### src/source/cn_pkg.sv
package cn_pkg;

    // one 32-bit unsigned word for currents, weights, extra drives and the neuron drive
    typedef logic [31:0] syn_current_t;

    typedef logic [3:0]  cfg_addr_t;    // config bank address
    typedef logic [31:0] cfg_data_t;    // config write word
    typedef logic [2:0]  scaler_t;      // button scaler, 1 to 5

    // config register map, anything above PARAM_EXTRA2 is ignored
    typedef enum cfg_addr_t {
        PARAM_WEIGHT_IA = 4'd0,         // Ia afferent synaptic weight
        PARAM_WEIGHT_II = 4'd1,         // II afferent synaptic weight
        PARAM_EXTRA1    = 4'd2,         // cortical extra drive 1
        PARAM_EXTRA2    = 4'd3          // cortical extra drive 2, gets the button scaler
    } param_sel_e;

    // scaler wraps from max back to min
    localparam scaler_t SCALER_MIN = 3'd1;
    localparam scaler_t SCALER_MAX = 3'd5;

    localparam syn_current_t PARAM_RESET_VALUE = 32'd0;  // every config reg after reset

endpackage : cn_pkg

### src/source/cn_param_if.sv
`timescale 1ns/1ps

interface cn_param_if;
    import cn_pkg::*;

    syn_current_t weight_ia;    // Ia synapse weight
    syn_current_t weight_ii;    // II synapse weight
    syn_current_t extra1;       // added straight into the drive
    syn_current_t extra2;       // scaled by the button first

    // register bank owns all four words
    modport bank (
        output weight_ia, weight_ii, extra1, extra2
    );

    // synapse side, top picks the right field per instance
    modport syn (
        input weight_ia, weight_ii
    );

    // drive combiner only needs the extra drives
    modport sum (
        input extra1, extra2
    );

endinterface : cn_param_if

### src/source/cn_param_bank.sv
`timescale 1ns/1ps

module cn_param_bank (
    input  logic              ep50trig,
    input  logic              reset_global,
    input  logic              i_cfg_valid,     // write strobe that is always accepted
    input  cn_pkg::cfg_addr_t i_cfg_addr,
    input  cn_pkg::cfg_data_t i_cfg_data,
    cn_param_if.bank          o_param
);
    import cn_pkg::*;

    logic addr_hit;     // address falls inside the register map

    assign addr_hit = i_cfg_addr inside {PARAM_WEIGHT_IA, PARAM_WEIGHT_II,
                                         PARAM_EXTRA1, PARAM_EXTRA2};

    // one write per strobe cycle with the new value visible next cycle
    always_ff @(posedge ep50trig or posedge reset_global) begin
        if (reset_global) begin
            o_param.weight_ia <= PARAM_RESET_VALUE;
            o_param.weight_ii <= PARAM_RESET_VALUE;
            o_param.extra1    <= PARAM_RESET_VALUE;
            o_param.extra2    <= PARAM_RESET_VALUE;
        end else if (i_cfg_valid) begin
            case (param_sel_e'(i_cfg_addr))
                PARAM_WEIGHT_IA: o_param.weight_ia <= i_cfg_data;
                PARAM_WEIGHT_II: o_param.weight_ii <= i_cfg_data;
                PARAM_EXTRA1:    o_param.extra1    <= i_cfg_data;
                PARAM_EXTRA2:    o_param.extra2    <= i_cfg_data;
                default: ;      // unmapped address drops the write
            endcase
        end
    end

    // no write or a write outside the map leaves the whole bank untouched
    a_bank_hold : assert property (
        @(posedge ep50trig) disable iff (reset_global)
        (!i_cfg_valid || !addr_hit) |=>
            $stable({o_param.weight_ia, o_param.weight_ii,
                     o_param.extra1, o_param.extra2})
    ) else $error("config bank changed without a mapped write");

endmodule : cn_param_bank

### src/source/cn_synapse.sv
`timescale 1ns/1ps

module cn_synapse #(
    parameter int unsigned DECAY_SHIFT = 3     // leak = current >> DECAY_SHIFT per tick
) (
    input  logic                 ep50trig,
    input  logic                 reset_global,
    input  logic                 i_sim_tick,   // one pulse per simulated ms
    input  logic                 i_spike,      // afferent spike line
    input  cn_pkg::syn_current_t i_weight,
    output cn_pkg::syn_current_t o_current
);
    import cn_pkg::*;

    logic         catch_q;      // spike seen since the last tick
    syn_current_t leak;         // amount lost this tick
    syn_current_t kick;         // weight added this tick or zero

    assign leak = o_current >> DECAY_SHIFT;
    // a spike in the tick cycle itself still counts
    assign kick = (catch_q || i_spike) ? i_weight : '0;

    always_ff @(posedge ep50trig or posedge reset_global) begin
        if (reset_global) begin
            catch_q   <= 1'b0;
            o_current <= '0;
        end else if (i_sim_tick) begin
            o_current <= o_current - leak + kick;   // wraps mod 2^32
            catch_q   <= 1'b0;                      // consumed by this update
        end else if (i_spike) begin
            catch_q   <= 1'b1;
        end
    end

    // current moves only on the edge closing a tick cycle
    a_update_on_tick : assert property (
        @(posedge ep50trig) disable iff (reset_global)
        $changed(o_current) |-> $past(i_sim_tick)
    ) else $error("synapse current changed outside a tick");

endmodule : cn_synapse

### src/source/cn_gain_button.sv
`timescale 1ns/1ps

module cn_gain_button (
    input  logic            ep50trig,
    input  logic            reset_global,
    input  logic            i_button,      // raw button level async to ep50trig
    output cn_pkg::scaler_t o_scaler
);
    import cn_pkg::*;

    logic button_meta;      // first sync stage
    logic button_sync;      // second sync stage
    logic level_change;     // stages disagree for one cycle per edge

    // two-flop synchronizer
    always_ff @(posedge ep50trig or posedge reset_global) begin
        if (reset_global) begin
            button_meta <= 1'b0;
            button_sync <= 1'b0;
        end else begin
            button_meta <= i_button;
            button_sync <= button_meta;
        end
    end

    assign level_change = button_meta ^ button_sync;   // either edge steps the scaler

    // 1,2,3,4,5,1,... one step per level change
    always_ff @(posedge ep50trig or posedge reset_global) begin
        if (reset_global) begin
            o_scaler <= SCALER_MIN;
        end else if (level_change) begin
            if (o_scaler == SCALER_MAX) begin
                o_scaler <= SCALER_MIN;
            end else begin
                o_scaler <= o_scaler + 3'd1;
            end
        end
    end

    // scaler stays inside its wrap bounds
    a_scaler_range : assert property (
        @(posedge ep50trig) disable iff (reset_global)
        (o_scaler >= SCALER_MIN) && (o_scaler <= SCALER_MAX)
    ) else $error("scaler out of range: %0d", o_scaler);

endmodule : cn_gain_button

### src/source/cn_drive_sum.sv
`timescale 1ns/1ps

module cn_drive_sum #(
    parameter int unsigned SUM_SHIFT = 9     // gain on the summed afferent current
) (
    input  logic                 ep50trig,
    input  logic                 reset_global,
    input  logic                 i_sim_tick,
    input  cn_pkg::syn_current_t i_current_ia,
    input  cn_pkg::syn_current_t i_current_ii,
    cn_param_if.sum              i_param,
    input  cn_pkg::scaler_t      i_scaler,
    output cn_pkg::syn_current_t o_drive,
    output logic                 o_drive_valid,
    input  logic                 i_drive_ready
);
    import cn_pkg::*;

    logic         tick_d;           // tick delayed one cycle, currents are fresh now
    syn_current_t afferent_sum;     // Ia + II
    syn_current_t extra2_scaled;    // extra2 * button scaler
    syn_current_t drive_next;       // full drive, mod 2^32
    logic         load;             // take drive_next into the output reg

    assign afferent_sum  = i_current_ia + i_current_ii;
    assign extra2_scaled = i_param.extra2 * i_scaler;
    // shift applies to the afferent sum only, extras go in unshifted
    assign drive_next    = (afferent_sum << SUM_SHIFT) + i_param.extra1 + extra2_scaled;

    // drop the new sample when the held one is still waiting
    assign load = tick_d && (!o_drive_valid || i_drive_ready);

    always_ff @(posedge ep50trig or posedge reset_global) begin
        if (reset_global) begin
            tick_d        <= 1'b0;
            o_drive       <= '0;
            o_drive_valid <= 1'b0;
        end else begin
            tick_d <= i_sim_tick;
            if (load) begin
                o_drive       <= drive_next;
                o_drive_valid <= 1'b1;
            end else if (i_drive_ready) begin
                o_drive_valid <= 1'b0;              // sample taken, nothing new
            end
        end
    end

    // held sample does not move under back-pressure
    a_drive_stable : assert property (
        @(posedge ep50trig) disable iff (reset_global)
        (o_drive_valid && !i_drive_ready) |=> $stable(o_drive)
    ) else $error("o_drive changed while waiting for ready");

    // valid only drops after a transfer
    a_valid_hold : assert property (
        @(posedge ep50trig) disable iff (reset_global)
        (o_drive_valid && !i_drive_ready) |=> o_drive_valid
    ) else $error("o_drive_valid fell without a transfer");

endmodule : cn_drive_sum

### src/source/cn_node_top.sv
`timescale 1ns/1ps

module cn_node_top #(
    parameter int unsigned DECAY_SHIFT = 3,    // synapse leak rate
    parameter int unsigned SUM_SHIFT   = 9     // afferent current gain
) (
    input  logic                 ep50trig,
    input  logic                 reset_global,
    // config write port
    input  logic                 i_cfg_valid,
    input  cn_pkg::cfg_addr_t    i_cfg_addr,
    input  cn_pkg::cfg_data_t    i_cfg_data,
    input  logic                 i_sim_tick,
    input  logic                 i_spike_ia,
    input  logic                 i_spike_ii,
    input  logic                 i_button,
    // drive sample out
    output cn_pkg::syn_current_t o_drive,
    output logic                 o_drive_valid,
    input  logic                 i_drive_ready,
    output cn_pkg::scaler_t      o_scaler
);
    import cn_pkg::*;

    syn_current_t current_ia;   // Ia synaptic current
    syn_current_t current_ii;   // II synaptic current

    cn_param_if param0 ();

    cn_param_bank bank0 (
        .ep50trig     (ep50trig),
        .reset_global (reset_global),
        .i_cfg_valid  (i_cfg_valid),
        .i_cfg_addr   (i_cfg_addr),
        .i_cfg_data   (i_cfg_data),
        .o_param      (param0.bank)
    );

    cn_synapse #(.DECAY_SHIFT(DECAY_SHIFT)) syn_ia (
        .ep50trig (ep50trig), .reset_global (reset_global), .i_sim_tick (i_sim_tick),
        .i_spike  (i_spike_ia), .i_weight (param0.weight_ia), .o_current (current_ia)
    );

    cn_synapse #(.DECAY_SHIFT(DECAY_SHIFT)) syn_ii (
        .ep50trig (ep50trig), .reset_global (reset_global), .i_sim_tick (i_sim_tick),
        .i_spike  (i_spike_ii), .i_weight (param0.weight_ii), .o_current (current_ii)
    );

    cn_gain_button button0 (
        .ep50trig     (ep50trig),
        .reset_global (reset_global),
        .i_button     (i_button),
        .o_scaler     (o_scaler)
    );

    cn_drive_sum #(.SUM_SHIFT(SUM_SHIFT)) sum0 (
        .ep50trig      (ep50trig),
        .reset_global  (reset_global),
        .i_sim_tick    (i_sim_tick),
        .i_current_ia  (current_ia),
        .i_current_ii  (current_ii),
        .i_param       (param0.sum),
        .i_scaler      (o_scaler),      // scaler also leaves the node
        .o_drive       (o_drive),
        .o_drive_valid (o_drive_valid),
        .i_drive_ready (i_drive_ready)
    );

endmodule : cn_node_top

### config.mk
export PLATFORM = sky130hd
export DESIGN_NAME = cn_node_top
export DESIGN_NICKNAME = d
export VERILOG_FILES = /design/src/source/cn_pkg.sv /design/src/source/cn_param_if.sv /design/src/source/cn_param_bank.sv /design/src/source/cn_synapse.sv /design/src/source/cn_gain_button.sv /design/src/source/cn_drive_sum.sv /design/src/source/cn_node_top.sv
export SDC_FILE = /design/constraint.sdc
export NUM_CORES = 1
export LEC_CHECK = 0
export ABC_CLOCK_PERIOD_IN_PS = 9300
export BUFFER_PORTS_ARGS = -buffer_cell sky130_fd_sc_hd__buf_2
export CAP_MARGIN = 40
export CORE_ASPECT_RATIO = 1.1
export CORE_MARGIN = 1.5
export CORE_UTILIZATION = 55
export CTS_CLUSTER_DIAMETER = 100
export DETAILED_ROUTE_END_ITERATION = 10
export PLACE_DENSITY_LB_ADDON = 0.2
export SETUP_SLACK_MARGIN = 0.4
export SYNTH_ARGS = -nofsm -noshare
export SYNTH_HDL_FRONTEND = slang
export SYNTH_SLANG_ARGS = --single-unit
### constraint.sdc
create_clock -name ep50trig -period 9.3 [get_ports ep50trig]
set_input_delay 1.86 -clock ep50trig [delete_from_list [all_inputs] [get_ports ep50trig]]
set_output_delay 1.86 -clock ep50trig [all_outputs]
set_load 0.01 [all_outputs]
# After elaboration in Yosys (flattened, before gate mapping)
# Cells that the tools add are included.
# totals
reg_bits	233
inputBits	44
out_inout_bits	36
elab_cells	50
# classes
add_sub_neg	8
multipliers	1
eq_ne	4
muxes	9
bitwise	1
reduce_logical	13
# op_table
cell	count
$add A32 B32 Y32	4
$mux W32	2
$sub A32 B29 Y32	2
$mul A32 B3 Y32	1
$add A23 B23 Y23	1
$eq A4 B2 Y1 const B	2
$reduce_and A2 Y1	4
$mux W1	6
$reduce_bool A2 Y1	3
$eq A4 B1 Y1 const B	1
$logic_not A4 Y1	1
$add A3 B1 Y3 const B	1
$eq A3 B3 Y1 const B	1
$logic_or A1 B1 Y1	3
$mux W3	1
$logic_and A1 B1 Y1	1
$logic_not A1 Y1	1
$xor A1 B1 Y1	1

# Logic depth before layout (Yosys ltp)
# logic_depth
depth_word	4
depth_mapped	23

# Cells and area by module
# From an unflattened synthesis, not the netlist that was laid out.
# unflattened
hier_cells	1983
hier_area_um2	19159.6
# modules_own_cells
mod	n_inst	cells_each	area_each_um2	seq_area_each_um2
cn_drive_sum	1	755	6503.7	850.8
cn_param_bank	1	277	4799.6	3203.1
cn_synapse at syn_ii	1	466	3858.7	825.8
cn_synapse at syn_ia	1	470	3803.6	825.8
cn_gain_button	1	15	193.9	126.4

# Worst setup path before layout
# OpenSTA, ideal clock, no wires.
# synth_timing
path_kind	in2reg
startpoint	input i_spike_ia
endpoint	register syn_ia.o_current[28]
setup_ns	0.141
arrival_ns	5.203
t_required_ns	9.159
path_slack_ns	3.956
path_stages	17
path_buffers	2
path_cell_list	or2_2 clkbuf_1 clkbuf_1 nand2_1 fa_1 inv_1 ha_1 a21oi_4 nand2_1 a221oi_2 o2111ai_1 o31a_1 a31o_4 a211o_1 a21oi_2 xor2_1 mux2i_1
# synth_via
elab_chain_cells	3
# synth_rtl
item	line_no	text
from (decl)	cn_node_top.sv:14	input logic i_spike_ia,
$logic_or A1 B1 Y1	cn_synapse.sv:21	assign kick = (catch_q || i_spike) ? i_weight : '0;
$mux W32	cn_synapse.sv:21	
$add A32 B32 Y32	cn_synapse.sv:28	o_current <= o_current - leak + kick;
to (signal assigned)	cn_synapse.sv:28	
to (decl)	cn_synapse.sv:11	output cn_pkg::syn_current_t o_current
# No other way between the ends.
# A chain may end at the register's enable or synchronous reset.

# Worst setup path in the final report
# layout_timing
startpoint	register syn_ii.o_current[0]
endpoint	register sum0.o_drive[31]
# layout_via
elab_chain_cells	3
# layout_rtl
item	line_no	text
from (decl)	cn_synapse.sv:11	
from (signal assigned)	cn_synapse.sv:28	
$add A23 B23 Y23	cn_drive_sum.sv:25	assign afferent_sum = i_current_ia + i_current_ii;
$add A32 B32 Y32 (2 in series)	cn_drive_sum.sv:28	assign drive_next = (afferent_sum << SUM_SHIFT) + i_param.extra1 + extra2_scaled;
to (signal assigned)	cn_drive_sum.sv:41	o_drive <= drive_next;
to (decl)	cn_drive_sum.sv:13	output cn_pkg::syn_current_t o_drive,
# No other way between the ends.

==> key figures <==
Outcome
  – Status: completed

Logic synthesis
  – Library cells used by synthesis: 77
  – Warnings, synthesis: 0
  – EDFF count, synth: 0
  – Synth Register Bits: approximately 230
  – Register area share after synthesis: approximately a third
  – Gate count of the mapped netlist: 1907
  – Main synth FF type: dfrtp_1
  – Top-area cell type share of the netlist area: between 30% and 40%
  – Area contributors post-synth: dfrtp_1, fa_1, ha_1
  – Synth async-reset ratio: between 90% and 100%
  – Synthesized Nets: between 2000 and 2500
  – Cell area after synthesis: roughly 19000 sq um
  – Cell taking the most area after synthesis: dfrtp_1
  – Mapped Avg Cell Area: approximately 9.8 sq um

Clock network
  – H-tree Lvls: 1
  – Clk buf depth: 3
  – Sink Count: roughly 230
  – TritonCTS clock tree: done
  – CTS Hold Bufs: 0
  – Clk_lat worst skew: between 0.5 and 0.6 ns
  – Clock-pin slew on the worst setup and hold paths: around 0.060 ns
  – Post-CTS Setup Repair Bufs: 0
  – Root buffer cell: clkbuf_16
  – Post-CTS Resized: 0
  – CTS Buf Count: 27

STA
  – Worst Tran Pin Value: about 0.83 ns
  – Period utilization: between 50% and 60%
  – Hold WS: 0.400 ns
  – Final setup violation count: 0
  – RSZ-0062 raised after global routing: no
  – Slew margin rel.: 44.7%
  – Fin crit period: approximately 5.5 ns
  – Clock Skew: 0.0248 ns
  – Setup total negative slack: 0 ns
  – Final hold violation count: 0
  – Slew Limit Fails: 0
  – F_max: about 180 MHz

Setup path
  – Slowest CP cell: fa_1
  – Worst path max stage delay: about 0.45 ns
  – Most frequent CP cell: o21ai_0
  – Worst Path Required: just under 10 ns
  – CP Launch Type: flip-flop
  – Critical Path End Type: flip-flop
  – CP max FO: 6
  – Crit path arrival time: roughly 5.9 ns
  – Worst Path Class, Setup: reg2reg
  – Crit path cell chain: ha_1, fa_1, a21o_1, nand3_1, a31oi_1, nor4_1, o21bai_1, a21o_1, a21oi_1, xor2_1, fa_1, inv_1, ha_1, o21ai_0, o21ai_0, o211ai_1, o21ai_0, a21oi_1, o21ai_1, o41ai_2, xnor2_1, xnor2_1, o21ai_1

Hold path
  – Hold Crit Class: reg2reg

Cells and area
  – Non-Filler Instances: about 2400
  – Finished layout cell area: 20400 sq um
  – Commonest non-fill, non-tap cell in the layout: inv_1
  – Layout cells sized above 1: between 15 and 20%
  – Nets: 2290
  – Most frequent cells in the layout: inv_1, dfrtp_1, nand2_1
  – Area growth, synth to finish: 9.81%

Die
  – DIE HEIGHT: roughly 200 um
  – Num ports: 80
  – Starting Density: approximately 56%
  – Core Area: between 30000 and 40000 sq um
  – DIE AREA: 34900 sq um
  – DIE WIDTH: 178 um
  – Core Rows: 70

Drt
  – WL final: ~40000 um
  – Vias: between 10000 and 15000
  – Antenna Nets Post-Route: 0
  – Drt via density: 5.48
  – DRC violation count after routing: 0
  – Initial DRC Count: approximately 530
  – Routed len/inst: between 15 and 20 um
  – Drt pass-1 iters: 5

Place
  – Detail Placement HPWL: between 30000 and 40000 um
  – Port Buffers: a little under 80
  – Gpl congestion: around 0.93
  – Placed insts: 2379
  – Placed cell area: approximately 20000 sq um

Global routing
  – Antenna violations before repair: 3
  – Largest net degree at the start of global routing: 122
  – Total Routing Usage GR: about a quarter
  – First-pass GRT wire length: between 60000 and 70000 um
  – Number of global-route vias before repair: 13900
  – Total grt overflow: 0

Run
  – Max-Cap Viols: 0
-- synth_stat cells, types with 12 or more instances --
library cell and number:
clkbuf_1 40, o21ai_1 24, dfrtp_1 232, nand2b_1 15
xnor2_1 57, xor2_1 45, mux2_2 135, nor3_1 15
nor2_1 56, nand3_1 24, ha_1 130, a211oi_1 15
a21o_1 49, inv_1 296, and2_1 84, a21oi_1 85
o21ai_0 99, fa_1 140, and3_1 12, nand2_1 193
-- logic make-up (layout without fill, tap and decap cells) --
logic type | Yosys count | after routing | synth area share [%]
adders and majority gates | 270 | 270 | 23.8
xor gates and xnor gates | 102 | 102 | 4.80
buffers and inverters | 348 | 434 | 7.04
and+or+nand+nor | 443 | 443 | 11.6
DFF | 233 | 233 | 31.4
muxes | 146 | 146 | 8.77
AOI/OAI and AO/OA | 365 | 365 | 12.7
other | 0 | 1 | 0
-- cell type report --
cell class	count	area (sq um)
antenna	1	2.50
clock buffer	34	742
clock inverter	12	198
fill	2886	12900
inverter	298	1130
multi-input combinational	1326	11500
sequential	233	5830
tap	432	541
timing repair buffer	90	513
-- critical path: cells and delay by family (launching register included) --
kind / cells / cell delay [ns]
AO/OA/AOI/OAI: 13 / 2.23
XOR/XNOR: 3 / 0.80
adder cells (fa/ha/maj): 4 / 1.37
buffers and inverters: 1 / 0.06
flip-flops: 1 / 0.41
AND/OR/NAND/NOR: 2 / 0.53
-- through the flow --
stage | util (%) | setup WS (ns)
CTS | 61.3 | 3.71
global route | 61.4 | 3.40
global placement | 58.4 | 3.48
finish | 61.4 | 3.77
detailed placement | 58.5 | 3.42
floorplan | - | 1.05
-- final timing paths --
path                                      from                        to  slack [ns]  depth (start not counted)
setup / recovery           syn_ii.o_current[0]          sum0.o_drive[31]        3.77                         23
hold / removal             button0.button_meta       button0.button_sync        0.40                          0
setup reg to reg           syn_ii.o_current[0]          sum0.o_drive[31]        3.77                         23
hold reg to reg            button0.button_meta       button0.button_sync        0.40                          0
max in group asynchronous         reset_global      syn_ia.o_current[13]        6.49                          4
min in group asynchronous         reset_global  bank0.o_param.extra2[26]        1.19                          2
-- flip-flops by register name, indices dropped and copies added (netlist names), 3 cells and up --
signal	flops
bank0.o_param.extra1	32
bank0.o_param.extra2	32
bank0.o_param.weight_ia	32
bank0.o_param.weight_ii	32
sum0.o_drive	32
syn_ia.o_current	32
syn_ii.o_current	32
button0.o_scaler	3
-- metal layers --
layer  GRT usage (%)  share of wire (%)
met1            34.2                 47
met2            41.8                 48
met3            2.31                3.5
met4            5.68                1.8
met5               0              0.063
Power is not shown: default switching activity piles up to over one toggle a cycle in this logic, so the estimate is an artifact.
